**config.mk**
```make
export PLATFORM = sky130hd
export DESIGN_NAME = xbus_disk
export DESIGN_NICKNAME = d
export VERILOG_FILES = /design/src/hdl/xbus_pkg.sv /design/src/hdl/xbus_disk.sv
export SDC_FILE = /design/constraint.sdc
export NUM_CORES = 1
export LEC_CHECK = 0
export BUFFER_PORTS_ARGS = -buffer_cell sky130_fd_sc_hd__buf_2
export CAP_MARGIN = 25
export CORE_MARGIN = 2
export CORE_UTILIZATION = 50
export DETAILED_ROUTE_END_ITERATION = 8
export GPL_ROUTABILITY_DRIVEN = 0
export PLACE_DENSITY_LB_ADDON = 0.2
export REMOVE_ABC_BUFFERS = 1
export SLEW_MARGIN = 40
export SYNTH_ARGS = -nofsm -noshare
export SYNTH_HDL_FRONTEND = slang
export SYNTH_SLANG_ARGS = --single-unit
```
**constraint.sdc**
```tcl
create_clock -name mclk -period 2.9 [get_ports mclk]
set_clock_uncertainty 0.05 [all_clocks]
set_input_delay 0.29 -clock mclk [delete_from_list [all_inputs] [get_ports mclk]]
set_output_delay 0.29 -clock mclk [all_outputs]
set_load 0.02 [all_outputs]
```
**src/hdl/xbus_pkg.sv**
```systemverilog
// Bus address map, disk command codes, IDE register selects and arbiter state type
package xbus_pkg;

   // One-hot arbiter state
   typedef enum logic [3:0] {
      bus_idle  = 4'b0001,
      bus_req   = 4'b0010,
      bus_wait  = 4'b0100,
      bus_slave = 4'b1000
   } bus_state_t;

   // 22-bit word address map, octal as in the processor documentation
   localparam logic [21:0] XBUS_LO      = 22'o17000000;  // DRAM lives below this
   localparam logic [21:0] UNIBUS_LO    = 22'o17400000;
   localparam logic [21:0] DISK_BASE    = 22'o17377770;  // 4 registers
   localparam logic [21:0] IO_BASE      = 22'o17772000;  // 2 registers
   localparam logic [21:0] MODE_REG     = 22'o17766012;
   localparam logic [21:0] INT_STAT_REG = 22'o17766040;

   // Command field of disk register 0
   localparam logic [1:0] DISK_CMD_READ  = 2'd1;  // IDE to DRAM
   localparam logic [1:0] DISK_CMD_WRITE = 2'd2;  // DRAM to IDE

   // IDE register selects on ide_da
   localparam logic [2:0] IDE_REG_DATA = 3'd0;
   localparam logic [2:0] IDE_REG_LBA  = 3'd3;

   localparam int IDE_WORDS_PER_BLOCK = 256;  // 16-bit words

endpackage

```
**src/hdl/xbus_disk.sv**
```systemverilog
// Disk controller with register file, IDE programmed-I/O sequencer and DMA bus master
`timescale 1ns/10ps

module xbus_disk
   import xbus_pkg::*;
(
   input  logic        mclk,
   input  logic        reset,
   input  logic [21:0] addrin,
   output logic [21:0] addrout,
   input  logic [31:0] datain,
   output logic [31:0] dataout,
   input  logic        reqin,
   output logic        reqout,
   input  logic        grantin,
   output logic        ack,
   input  logic        writein,
   output logic        writeout,
   input  logic        decodein,  // Disk owns the DRAM this cycle
   output logic        decode,
   output logic        interrupt,
   input  logic [15:0] ide_data_in,
   output logic [15:0] ide_data_out,
   output logic        ide_dior,
   output logic        ide_diow,
   output logic [1:0]  ide_cs,
   output logic [2:0]  ide_da
);

   localparam logic [2:0] ST_IDLE  = 3'd0;
   localparam logic [2:0] ST_LBA   = 3'd1;  // Block number to the drive
   localparam logic [2:0] ST_FETCH = 3'd2;  // DRAM read as master
   localparam logic [2:0] ST_XFER  = 3'd3;  // Two 16-bit IDE data strobes
   localparam logic [2:0] ST_STORE = 3'd4;  // DRAM write as master

   localparam logic [2:0] STROBE_LAST = 3'd3;  // Strobe high for 4 cycles
   localparam logic [2:0] STEP_LAST   = 3'd5;  // Then 2 idle cycles

   logic [2:0]  state;
   logic [2:0]  tcnt;
   logic        half;        // High half of the word on the IDE side
   logic        cmd_write;
   logic        done;
   logic        int_enable;
   logic        acked;
   logic        access, start, busy, ide_phase, step_end, capture, word_done;
   logic [21:0] dma_addr;
   logic [15:0] word_count;  // 32-bit words left
   logic [15:0] block;
   logic [31:0] word;
   logic [31:0] reg_data;

   assign decode    = addrin[21:2] == DISK_BASE[21:2];
   assign access    = reqin && decode && !acked;
   assign busy      = state != ST_IDLE;
   assign start     = access && writein && addrin[1:0] == 2'd0 && !busy &&
                      (datain[1:0] == DISK_CMD_READ || datain[1:0] == DISK_CMD_WRITE);
   assign ide_phase = state == ST_LBA || state == ST_XFER;
   assign step_end  = ide_phase && tcnt == STEP_LAST;
   assign capture   = state == ST_XFER && !cmd_write && tcnt == STROBE_LAST;
   assign word_done = (state == ST_STORE && grantin) ||
                      (state == ST_XFER && step_end && half && cmd_write);
   assign interrupt = done && int_enable;

   // DMA master side
   assign reqout   = state == ST_FETCH || state == ST_STORE;
   assign writeout = state == ST_STORE;
   assign addrout  = dma_addr;
   assign dataout  = decodein ? word : reg_data;

   always_comb
   begin
      case (addrin[1:0])
         2'd0:    reg_data = {30'd0, done, busy};
         2'd1:    reg_data = {10'd0, dma_addr};
         2'd2:    reg_data = {16'd0, word_count};
         default: reg_data = {16'd0, block};
      endcase
   end

   // IDE pins, strobes are active high
   assign ide_diow     = ide_phase && tcnt <= STROBE_LAST && (state == ST_LBA || cmd_write);
   assign ide_dior     = state == ST_XFER && tcnt <= STROBE_LAST && !cmd_write;
   assign ide_cs       = {1'b0, ide_phase};
   assign ide_da       = state == ST_LBA ? IDE_REG_LBA : IDE_REG_DATA;
   assign ide_data_out = state == ST_LBA ? block : (half ? word[31:16] : word[15:0]);

   always_ff @(posedge mclk)
   begin
      if (reset)
      begin
         state      <= ST_IDLE;
         tcnt       <= '0;
         half       <= 1'b0;
         cmd_write  <= 1'b0;
         done       <= 1'b0;
         int_enable <= 1'b0;
         ack        <= 1'b0;
         acked      <= 1'b0;
      end
      else
      begin
         ack   <= access;
         acked <= reqin && decode;
         tcnt  <= (ide_phase && !step_end) ? tcnt + 1'b1 : 3'd0;

         if (access && writein && addrin[1:0] == 2'd0)
         begin
            int_enable <= datain[2];
            done       <= 1'b0;
         end

         case (state)
            ST_IDLE:
               if (start)
               begin
                  state     <= ST_LBA;
                  cmd_write <= datain[1:0] == DISK_CMD_WRITE;
               end
            ST_LBA:
               if (step_end)
               begin
                  half <= 1'b0;
                  if (word_count == 16'd0)
                  begin
                     state <= ST_IDLE;
                     done  <= 1'b1;
                  end
                  else
                     state <= cmd_write ? ST_FETCH : ST_XFER;
               end
            ST_FETCH:
               if (grantin)
                  state <= ST_XFER;
            ST_XFER:
               if (step_end && !half)
                  half <= 1'b1;
               else if (step_end && !cmd_write)
                  state <= ST_STORE;
            ST_STORE: ;                  // Left through word_done
            default:
               state <= ST_IDLE;
         endcase

         if (word_done)
         begin
            half <= 1'b0;
            if (word_count == 16'd1)
            begin
               state <= ST_IDLE;
               done  <= 1'b1;
            end
            else
               state <= cmd_write ? ST_FETCH : ST_XFER;
         end
      end
   end

   always_ff @(posedge mclk)
   begin
      if (access && writein)
      begin
         case (addrin[1:0])
            2'd1:    dma_addr   <= datain[21:0];
            2'd2:    word_count <= datain[15:0];
            2'd3:    block      <= datain[15:0];
            default: ;
         endcase
      end
      if (word_done)
      begin
         dma_addr   <= dma_addr + 1'b1;
         word_count <= word_count - 1'b1;
      end
      if (state == ST_FETCH && grantin)
         word <= datain;               // DRAM data is valid in the grant cycle
      else if (capture && !half)
         word[15:0] <= ide_data_in;    // Low half comes first
      else if (capture)
         word[31:16] <= ide_data_in;
   end

   a_req_hold: assert property (@(posedge mclk) disable iff (reset)
      reqout && !grantin |=> reqout);

endmodule

```
# Word-level counts from Yosys, hierarchy flattened
# Cells that the tools add are included.
[op_classes]
add_sub_neg = 3
magnitude_cmp = 1
n_eq_ne = 22
muxes = 34
n_bitwise = 1
n_reduce_logical = 52
[ops]
columns = ["op", "n"]
rows = [
  ["16-bit two-way mux", 8],
  ["22-bit two-way mux", 3],
  ["22-bit case mux with 3 select lines", 1],
  ["32-bit two-way mux", 2],
  ["1-bit logical AND", 23],
  ["22-bit by 1-bit adder with 22-bit output, second input constant", 1],
  ["20-bit == test, second input constant", 1],
  ["3-bit two-way mux", 6],
  ["16-bit by 1-bit == test with 1-bit output, second input constant", 1],
  ["16-bit zero test", 1],
  ["16-bit by 1-bit subtractor with 16-bit output, second input constant", 1],
  ["3-bit case mux with 5 select lines", 1],
  ["3-bit != test, second input constant", 4],
  ["2-bit nonzero test", 6],
  ["2-bit AND reduction", 5],
  ["3-bit by 2-bit == test with 1-bit output, second input constant", 3],
  ["1-bit two-way mux", 9],
  ["2-bit == test, second input constant", 3],
  ["3-bit == test, second input constant", 2],
  ["2-bit two-way mux", 3],
  ["6-bit AND reduction", 1],
  ["1-bit zero test", 5],
  ["1-bit logical OR", 5],
  ["2-bit by 1-bit == test with 1-bit output, second input constant", 2],
  ["other kinds (13)", 16],
]
[totals]
ff_bits = 98
input_bits = 76
output_inout_bits = 82

# Logic depth before layout (Yosys ltp)
# Gate-level depths: netlist of the first run.
[logic_depth]
ltp_word = 11
depth_mapped = 7
mapped_depth_nobuf = 7

# Least setup slack after synthesis of the first run
# Ideal clock, no wire load.
[synth_path]
path_kind = "register to register"
startpoint = "register state[1]"
endpoint = "register word[0] (enable)"
setup_time_ns = 0.411
arrival_ns = 2.184
slack_ns = 0.255
path_stages_with_launch = 6
path_buffers = 1
synth_period_minus_slack_ns = 2.645
path_cell_list = "dfxtp_1 > clkbuf_1 > inv_1 > nor2_1 > nand3_1 > o21ai_0"
[synth_via]
elab_chain_len = 5
word_cells_on_any_way = 7
classes_between = "eq/ne (2); reduce/logical (5)"
[synth_lines]
columns = ["item", "line_no", "rtl"]
rows = [
  ["start, declared", "xbus_disk.sv:39", "logic [2:0] state;"],
  ["start signal, assigned", "xbus_disk.sv:130", "state <= cmd_write ? ST_FETCH : ST_XFER;"],
  ["start signal, assigned", "xbus_disk.sv:154", "state <= cmd_write ? ST_FETCH : ST_XFER;"],
  ["3-bit by 2-bit == test with 1-bit output", "xbus_disk.sv:60", "assign capture = state == ST_XFER && !cmd_write && tcnt == STROBE_LAST;"],
  ["1-bit logical AND (2 in series)", "xbus_disk.sv:60", ""],
  ["1-bit logical AND", "xbus_disk.sv:177", "else if (capture && !half)"],
  ["2-bit nonzero test (no source line) (*)", "n/a", ""],
  ["end signal, assigned", "xbus_disk.sv:176", "word <= datain;"],
  ["end signal, assigned", "xbus_disk.sv:178", "word[15:0] <= ide_data_in;"],
  ["end, declared", "xbus_disk.sv:50", "logic [31:0] word;"],
]
# Every way passes the cells marked *; elsewhere a longest branch is shown, timed or not.
# A chain may end at the register's enable or synchronous reset.

# Final worst setup path of the first run
[layout_path]
startpoint = "register state[0]"
endpoint = "output port ide_data_out[1]"
[layout_via]
elab_chain_len = 2
[layout_lines]
columns = ["item", "line_no", "rtl"]
rows = [
  ["3-bit by 1-bit == test with 1-bit output", "xbus_disk.sv:86", "assign ide_data_out = state == ST_LBA ? block : (half ? word[31:16] : word[15:0]);"],
  ["16-bit two-way mux", "xbus_disk.sv:86", ""],
  ["end, declared", "xbus_disk.sv:23", "output logic [15:0] ide_data_out,"],
]
# Every way passes these cells.

==> results of run 1 <==
## layout make-up
cell class / instances / area (um^2) / share of cell area
clock buffers: 10 / 229 / 0.0327
multi-input cells: 436 / 2690 / 0.384
repair buffers: 172 / 916 / 0.131
flip-flops and latches: 98 / 2820 / 0.403
inverters: 26 / 97.6 / 0.0139
clock inverters: 4 / 68.8 / 0.00983
well taps: 143 / 179 / 0.0256
## synthesized netlist by cell type (2+ instances only)
master and number:
and2_1 11, buf_4 4, clkbuf_1 26, nand4bb_1 3, or3_1 3, buf_2 3, or3_4 2, a21o_1 2
ha_1 7, and4_1 2, edfxtp_1 86, nor4_1 3, mux2i_1 17, dfxtp_1 12, a21oi_1 55, nand4_1 10
xor2_1 16, inv_1 26, nand4b_1 3, a31oi_1 2, or3b_1 2, xnor2_1 18, nand2_1 115, nor3_1 10
mux4_2 2, nor2_1 44, and3_1 6, nor2b_1 4, or3b_2 2, or4_4 3, nor3_2 2, nor3b_1 2
a221oi_1 14, nand3_1 13, o21a_1 2, buf_1 3, o21ai_0 27, mux2_2 18
## flip-flops by register name (all words and copies together), names as in the netlist, 3 cells and up
register    count
state           3
addrout        22
word_count     16
block          16
word           32
tcnt            3
## stage by stage
stage	std cells	hold WS (ns)	total power [mW]	cell area, um^2
floorplan	560	0.309	1.76	5590
global placement	875	0.390	1.93	6700
detailed placement	875	0.399	1.94	6700
CTS	889	0.0997	3.18	7000
global route	889	0.106	3.24	7000
finish	889	0.106	3.16	7000
## kinds of logic (layout without fill, tap and decap cells)
group | Yosys count | count (layout)
AND/OR/NAND/NOR | 245 | 245
AO/OA/AOI/OAI | 111 | 111
flip-flops | 98 | 98
buffers and inverters | 62 | 212
multiplexers | 37 | 37
XOR/XNOR | 34 | 34
adder cells (fa/ha/maj) | 7 | 7
other | 1 | 2
## power groups by stage
| stage | registers (mW) | logic (mW) | clock network [mW] |
|---|---|---|---|
| floorplan | 1.57 | 0.194 | 0 |
| global placement | 1.57 | 0.362 | 0 |
| detailed placement | 1.57 | 0.369 | 0 |
| CTS | 1.54 | 0.372 | 1.27 |
| global route | 1.54 | 0.405 | 1.30 |
| finish | 1.54 | 0.372 | 1.25 |
## per-layer routing
layer | share of wire | routed length [um]
met1 | 0.42 | 6920
met2 | 0.49 | 8170
met3 | 0.079 | 1310
met4 | 0.014 | 235
met5 | 0 | 0
## worst max-delay path, stage by stage, from the launching register on
cell,delay [ns]
dfxtp_1,0.54
or3b_1,0.42
inv_1,0.07
buf_4,0.35
nand2_1,0.13
o21ai_0,0.15
buf_2,0.23
## worst paths after layout
check / to / depth (start not counted) / slack (ns)
max: ide_data_out[1] / 6 / 0.34
min: block[12]$_DFFE_PP_ / 1 / 0.11
max reg2reg: word_count[12]$_DFFE_PP_ / 7 / 0.43
min reg2reg: ack$_SDFF_PP0_ / 1 / 0.41
==> flow_metrics.tcl, run 1 <==
set metrics [dict create \
    cts_htree_levels 3 \
    hold_class "in -> reg" \
    p_comb_frac 0.118 \
    numPortBuffers 155 \
    ioPinCount 158 \
    dieArea_um2 12300 \
    start_util 0.507 \
    synth_top_cell_area_share 0.450 \
    pre_cts_slack_ns 0.460 \
    postCtsSetupBuffers 0 \
    worst-setup-path-type "reg -> out" \
    p_leak_nw 2.78 \
    worstPathMaxFanout 34 \
    synth_top_family_by_area "simple AND/OR/NAND/NOR gates" \
    cap_violations 0 \
    cts_buffers 9 \
    fin_crit_ns 2.56 \
    die_y_um 111 \
    yosys_warnings 0 \
    setup_viol 0 \
    slew_viol_final 0 \
    netSwitchingFraction 0.236 \
    muxShareOfSynthArea 0.0728 \
    p_int_mw 2.42 \
    routedWlPerCell_um 18.7 \
    synth-async-reset-ratio 0 \
    cp.arrival_ns 2.22 \
    synth_area_leaders "edfxtp_1 45%, nand2_1 7.5%, a21oi_1 4.8%" \
    postSynthAreaPerCell_um2 9.64 \
    post-route-period-util 0.884 \
    drive_gt1_frac 0.295 \
    cts_tree "yes" \
    ant_nets 0 \
    drt_wl_total_um 16600 \
    antenna_found_initial 0 \
    clock_sinks 98 \
    first_iter_violations 334 \
    holdCritStartpoint "datain[12]" \
    via_count 5147 \
    rsz0062_at_grt "no" \
    hold_viol_final 0 \
    synth_edf_count 86 \
    final_util 0.618 \
    n_fill_cell 991 \
    cts_root_buf "clkbuf_16" \
    ys_seq_area_frac 0.492 \
    synth-main-ff-cell "edfxtp_1" \
    grt_pass1_wl_um 26100 \
    worst_slack_ns 0.336 \
    p_sw_mw 0.745 \
    yosysUniqueCellTypes 53 \
    seqPwrFrac 0.487 \
    hold_buffers 0 \
    cts_resized 0 \
    dr.pass1.iters 5 \
    grt_use_met1 0.353 \
    synth_compound_area_frac 0.114 \
    use_met2 0.458 \
    crit_start "state[0]$_SDFFE_PP0P_" \
    num_antenna_cells 0 \
    layout_commonest_cell "buf_2" \
    tns_ns 0 \
    grt_overflow 0 \
    nNetsFinal 826 \
    cp-end-kind "output port" \
    drcViolationCount 0 \
    cp.required_ns 2.56 \
    clkPwrFrac 0.395 \
    grt_use_met3 0.0498 \
    r2r-start "word_count[0]$_DFFE_PP_" \
    post_drt_via_cell_ratio 5.79 \
    hpwl_um 11500 \
    die_w_um 111 \
    row_count 39 \
    cts_max_path_buffers 2 \
    grt_max_degree 36 \
    grt_pass1_vias 5038 \
    worstMarginPinSlew_ns 0.684 \
    fmax_mhz 390 \
    synth_xor_area_frac 0.0519 \
    cp-start-kind "register" \
    grtUsageTotal 0.268 \
    core_region_area_um2 11300 \
    grt-busiest-layer "met2" \
    clkSlewWorstSetupHoldPaths_ns 0.06 \
    synthSimpleGateAreaFrac 0.210 \
    synth_cells 595 \
    slew_headroom 0.541 \
    ys_ff_latch 98 \
    area_growth_pct 22.0 \
    outcome "finished clean" \
    insertion_delay_ns 0.34 \
    synthesis.area_um2 5740 \
    p_per_area_nw_per_um2 452 \
    peakVddDrop_mv 0.265 \
    yosys.area.top_type "edfxtp_1" \
    layout_common_cells "155 x buf_2, 115 x nand2_1, 86 x edfxtp_1, 55 x a21oi_1, 44 x nor2_1" \
    synth_fa_ha_area_frac 0.0153 \
]
Power figures use the tool's default switching activity.
==> run 2, diff against run 1 <==
--- a/config.mk
+++ b/config.mk
@@ -5,6 +5,8 @@
 export SDC_FILE = /design/constraint.sdc
 export NUM_CORES = 1
 export LEC_CHECK = 0
+export ABC_AREA = 1
+export ABC_CLOCK_PERIOD_IN_PS = 2900
 export BUFFER_PORTS_ARGS = -buffer_cell sky130_fd_sc_hd__buf_2
 export CAP_MARGIN = 25
 export CORE_MARGIN = 2
==> run 2 against run 1 <==
Compared with the run above:
- clock power shrank 6%
- global-route usage grew 3.2 points
- critical path depth is 2 higher
- fmax rose by 3.6%
- first-iteration DRC count increased by 69%
- worst setup slack better by 0.090 ns
- final area rose by 0.97%
- non-clock buffer count shrank 1
- synthesized cell count is 23% higher
- cell count up 16%
- critical path type unchanged
- largest cell class unchanged
- highest routed layer unchanged
==> flow_metrics.tcl, run 2 <==
set metrics [dict create \
    r2r_slack_ns 0.61 \
    grt_overflow 0 \
    yosys_warnings 0 \
    rsz0062_at_grt "no" \
    synth-main-ff-cell "edfxtp_1" \
    clkSlewWorstSetupHoldPaths_ns 0.07 \
    worstPathMaxFanout 21 \
    largest_register_ffs 32 \
    hold_class "in -> reg" \
    dieArea_um2 12600 \
    tns_ns 0 \
    synth_area_leaders "edfxtp_1 44%, nand2_1 13%, inv_1 5.3%" \
    core_region_area_um2 11500 \
    via_count 5942 \
    cp.required_ns 2.56 \
    n_fill_cell 1023 \
    met3_length_um 1860 \
    cts_buffers 9 \
    worstMarginPinSlew_ns 0.748 \
    post_drt_via_cell_ratio 5.77 \
    crit_start "state[0]$_SDFFE_PP0P_" \
    postCtsSetupBuffers 0 \
    slew_headroom 0.501 \
    synthesis.area_um2 5880 \
    p_leak_nw 3.22 \
    postPlaceCellArea_um2 6790 \
    post-route-period-util 0.853 \
    routed.top_layer "met4" \
    worst-setup-path-type "reg -> out" \
    setup_viol 0 \
    p_sw_mw 1.32 \
    grt_pass1_wl_um 29500 \
    synthTopCellsByCount "199 x nand2_1, 86 x edfxtp_1, 83 x inv_1, 60 x nor2_1, 55 x nand3_1" \
    fin_total_pwr_mw 3.95 \
    wl_met1_um 7210 \
    cp.arrival_ns 2.13 \
    regToRegEndpoint "addrout[18]$_DFFE_PP_" \
    cts_htree_levels 3 \
    num_antenna_cells 0 \
    grtUsageTotal 0.300 \
    holdCritStartpoint "datain[13]" \
    slew_viol_final 0 \
    seqPwrFrac 0.425 \
    ioPinCount 158 \
    drt_wl_total_um 19000 \
    first_iter_violations 563 \
    peakVddDrop_mv 0.353 \
    die_w_um 112 \
    p_per_area_nw_per_um2 560 \
    netSwitchingFraction 0.334 \
    min_to "block[13]$_DFFE_PP_" \
    row_count 39 \
    cp-end-kind "output port" \
    cp-start-kind "register" \
    drcViolationCount 0 \
    synth_top_cell_area_share 0.439 \
    ant_nets 0 \
    cts_max_path_buffers 2 \
    grt_pass1_vias 5718 \
    yosysUniqueCellTypes 42 \
    routedWlPerCell_um 18.5 \
    p_int_mw 2.63 \
    clkPwrFrac 0.296 \
    layout.cells.non_filler 1029 \
    cts_root_buf "clkbuf_16" \
    hold_viol_final 0 \
    clock_sinks 98 \
    r2r_cells 10 \
    fin_crit_ns 2.47 \
    wl_met2_um 9080 \
    dr.pass1.iters 6 \
    drive_gt1_frac 0.236 \
    synth_cells 730 \
    cts_resized 0 \
    antenna_found_initial 0 \
    layout_common_cells "199 x nand2_1, 155 x buf_2, 86 x edfxtp_1, 83 x inv_1, 60 x nor2_1" \
    hold_path_depth 1 \
    hold_buffers 0 \
    numPortBuffers 155 \
    fmax_mhz 404 \
    nNetsFinal 964 \
    r2r-start "addrout[0]$_DFFE_PP_" \
    top_register "word" \
    postSynthAreaPerCell_um2 8.05 \
    area_growth_pct 20.2 \
    grt_max_degree 40 \
    synth-async-reset-ratio 0 \
    cap_violations 0 \
    yosys.area.top_type "edfxtp_1" \
    layout_commonest_cell "nand2_1" \
    cts_tree "yes" \
    insertion_delay_ns 0.34 \
    ys_ff_latch 98 \
    ys_seq_area_frac 0.480 \
    outcome "finished clean" \
    synth_edf_count 86 \
    stdcell_area_um2 7070 \
    p_comb_frac 0.279 \
    dp_cells 1013 \
    start_util 0.512 \
    die_y_um 112 \
    hpwl_um 14000 \
    synth.most_common_cell "nand2_1" \
]
## run 2: cell types whose count changed after synthesis, sizes merged, moves of 17 or more
cell and change:
a21oi -36, inv +62, mux2 -18, mux2i -17
nand2 +87, nand3 +42, nor2 +23, o21ai +47
## run 2: worst max path at each step
| stage | end | slack (ns) | depth (start not counted) |
|---|---|---|---|
| 2_1_floorplan | addrout[0]$_DFFE_PP_ | -0.24 | 6 |
| 3_3_place_gp | block[15]$_DFFE_PP_ | 0.62 | 9 |
| 3_5_place_dp | block[15]$_DFFE_PP_ | 0.56 | 9 |
| 4_1_cts | ide_data_out[1] | 0.45 | 8 |
| 5_1_grt | ide_data_out[2] | 0.28 | 8 |
| 6_report | ide_data_out[1] | 0.43 | 8 |
## run 2: cells by family (layout without fill, tap and decap cells)
group,after synthesis,count (layout),share of synthesized area
other,1,2,0.000638
DFF,98,98,0.480
and+or+nand+nor,352,352,0.258
AOI/OAI and AO/OA,133,133,0.133
adders and majority gates,7,7,0.0149
buffers and inverters,121,276,0.0864
xor gates and xnor gates,18,18,0.0268
## run 2: power groups by stage
stage / combinational [mW] / sequential, mW / clock (mW)
floorplan: 0.664 / 1.70 / 0
global placement: 1.08 / 1.71 / 0
detailed placement: 1.09 / 1.71 / 0
CTS: 1.10 / 1.68 / 1.17
global route: 1.20 / 1.69 / 1.22
finish: 1.10 / 1.68 / 1.17
## run 2: area by class of cell
type | count | area, um^2 | area share
sequential | 98 | 2820 | 0.400
multi-input combinational | 512 | 2550 | 0.361
timing repair buffer | 171 | 896 | 0.127
inverter | 89 | 334 | 0.0473
clock buffer | 13 | 240 | 0.0340
tap | 143 | 179 | 0.0253
clock inverter | 3 | 40.0 | 0.00567
## run 2: stage by stage
| stage | hold WS (ns) | utilization | setup slack, ns |
|---|---|---|---|
| global route | 0.0976 | 0.616 | 0.279 |
| CTS | 0.0917 | 0.616 | 0.449 |
| finish | 0.0903 | 0.616 | 0.426 |
| global placement | 0.364 | 0.592 | 0.624 |
| detailed placement | 0.365 | 0.592 | 0.558 |
| floorplan | 0.309 | - | -0.241 |
## run 2: worst max-delay path: stages, from the launching register on
cell,delay [ns]
dfxtp_1,0.37
inv_2,0.11
nor2_4,0.04
inv_2,0.13
nor2_4,0.04
inv_1,0.55
o211ai_1,0.18
o21ai_0,0.14
buf_2,0.21
## run 2: routing by layer
layer,up-vias,global-route usage
met2,363,0.504
li1,2751,-
met4,0,0.157
met3,50,0.0513
met5,-,0
met1,2778,0.373
==> run 3, diff against run 2 <==
--- a/config.mk
+++ b/config.mk
@@ -10,7 +10,7 @@
 export BUFFER_PORTS_ARGS = -buffer_cell sky130_fd_sc_hd__buf_2
 export CAP_MARGIN = 25
 export CORE_MARGIN = 2
-export CORE_UTILIZATION = 50
+export CORE_UTILIZATION = 30
 export DETAILED_ROUTE_END_ITERATION = 8
 export GPL_ROUTABILITY_DRIVEN = 0
 export PLACE_DENSITY_LB_ADDON = 0.2
==> run 3 against run 2 <==
Compared with the run above:
- clock power rose by 4%
- worst setup slack worse by 0.071 ns
- clock-buffer cell count unchanged
- power increased by 2.1%
- die area increased by 64%
- critical path type unchanged
- cell count rose by 12%
==> flow_metrics.tcl, run 3 (same netlist as run 2, synthesis figures left out) <==
set metrics [dict create \
    slew_headroom 0.449 \
    hpwl_um 15700 \
    cts_root_buf "clkbuf_16" \
    grt_overflow 0 \
    hold_class "in -> reg" \
    cp_slowest_stage_delay_ns 0.61 \
    post-route-period-util 0.878 \
    cts_htree_levels 3 \
    worstMarginPinSlew_ns 0.826 \
    cap_violations 0 \
    post_drt_via_cell_ratio 4.93 \
    postCtsSetupBuffers 0 \
    numPortBuffers 155 \
    grt_pass1_vias 5514 \
    p_leak_nw 3.25 \
    drcViolationCount 0 \
    setup_viol 0 \
    antenna_found_initial 1 \
    cts_buffers 9 \
    drive_gt1_frac 0.243 \
    multi_input_area_um2 2550 \
    cpMostUsedCell "nor2_4" \
    peakVddDrop_mv 0.314 \
    first_iter_violations 441 \
    holdCritStartpoint "datain[2]" \
    slew_viol_final 0 \
    hold_buffers 0 \
    area_growth_pct 23.7 \
    r2r-start "state[0]$_SDFFE_PP0P_" \
    cts_max_path_buffers 2 \
    cts_tree "yes" \
    cp_num_buf_inv 3 \
    ant_nets 0 \
    grt_max_degree 40 \
    seq_area_um2 2820 \
    num_antenna_cells 0 \
    crit_chain "nor2_4 > inv_2 > nor2_4 > inv_1 > o211ai_1 > o21ai_0 > buf_2" \
    fin_crit_ns 2.54 \
    hold_path_depth 1 \
    grt_pass1_wl_um 31600 \
    clock_sinks 98 \
    r2r_slack_ns 0.68 \
    crit_slowest_cell "inv_1" \
    grtUsageTotal 0.207 \
    top_register "word" \
    rsz0062_at_grt "no" \
    die_y_um 144 \
    ioPinCount 158 \
    nNetsFinal 969 \
    die_w_um 144 \
    regToRegEndpoint "word_count[14]$_DFFE_PP_" \
    cp.required_ns 2.56 \
    min_to "block[2]$_DFFE_PP_" \
    cp-start-kind "register" \
    layout_commonest_cell "nand2_1" \
    fin_total_pwr_mw 4.04 \
    n_fill_cell 2048 \
    start_util 0.304 \
    clkSlewWorstSetupHoldPaths_ns 0.07 \
    core_region_area_um2 19300 \
    routedWlPerCell_um 18.1 \
    layout_common_cells "199 x nand2_1, 155 x buf_2, 86 x edfxtp_1, 83 x inv_1, 60 x nor2_1" \
    drt_wl_total_um 20900 \
    worst-setup-path-type "reg -> out" \
    insertion_delay_ns 0.36 \
    cts_resized 0 \
    hold_viol_final 0 \
    cp-end-kind "output port" \
    fmax_mhz 393 \
    p_per_area_nw_per_um2 556 \
    crit_family "buffers and inverters" \
    dp_cells 1140 \
    dr.pass1.iters 5 \
    outcome "finished clean" \
    largest_register_ffs 32 \
    row_count 51 \
    r2r_cells 9 \
    dieArea_um2 20700 \
    layout.cells.non_filler 1155 \
    worstPathMaxFanout 21 \
    via_count 5694 \
    cp.arrival_ns 2.20 \
]
-- run 3: worst max-delay path by stage --
stage                     startpoint  slack [ns]                       end  cells past startpoint
2_1_floorplan  state[2]$_SDFFE_PP0P_       -0.24      addrout[0]$_DFFE_PP_                      6
3_3_place_gp              addrin[17]        0.55  word_count[10]$_DFFE_PP_                     10
3_5_place_dp              addrin[17]        0.57  word_count[10]$_DFFE_PP_                     10
4_1_cts        state[0]$_SDFFE_PP0P_        0.32           ide_data_out[1]                      8
5_1_grt        state[2]$_SDFFE_PP0P_        0.18           ide_data_out[1]                      7
6_report       state[2]$_SDFFE_PP0P_        0.36           ide_data_out[1]                      7
-- run 3: layout make-up --
| class | count | share of cell area |
|---|---|---|
| inverters | 89 | 0.0460 |
| clock buffers | 13 | 0.0387 |
| well taps | 265 | 0.0456 |
| flip-flops and latches | 98 | 0.388 |
| repair buffers | 176 | 0.128 |
| clock inverters | 2 | 0.00138 |
| multi-input cells | 512 | 0.351 |
-- run 3: through the flow --
stage / setup TNS (ns) / instance area (um^2) / hold WS (ns) / util / worst slack (ns)
2_1_floorplan: -5.66 / 5710 / 0.309 / - / -0.241
3_3_place_gp: 0 / 6980 / 0.375 / 0.361 / 0.548
3_5_place_dp: 0 / 6980 / 0.373 / 0.361 / 0.570
4_1_cts: 0 / 7270 / 0.0647 / 0.376 / 0.318
5_1_grt: 0 / 7270 / 0.0718 / 0.376 / 0.181
6_report: 0 / 7270 / 0.0770 / 0.376 / 0.355
-- run 3: metal layers --
metal | wire length (um) | global-route usage | share of wire | vias up
met3 | 1400 | 0.0337 | 0.067 | 33
li1 | - | - | - | 2759
met2 | 9740 | 0.339 | 0.47 | 235
met1 | 9170 | 0.275 | 0.44 | 2665
met4 | 597 | 0.0815 | 0.029 | 2
met5 | 7 | 0 | 0.00033 | -
-- run 3: report_power, final --
group / leakage (nW) / internal, mW / switching, mW
combinational: 2.23 / 0.342 / 0.792
sequential: 0.873 / 1.63 / 0.0507
clock: 0.147 / 0.675 / 0.548
total: 3.25 / 2.65 / 1.39
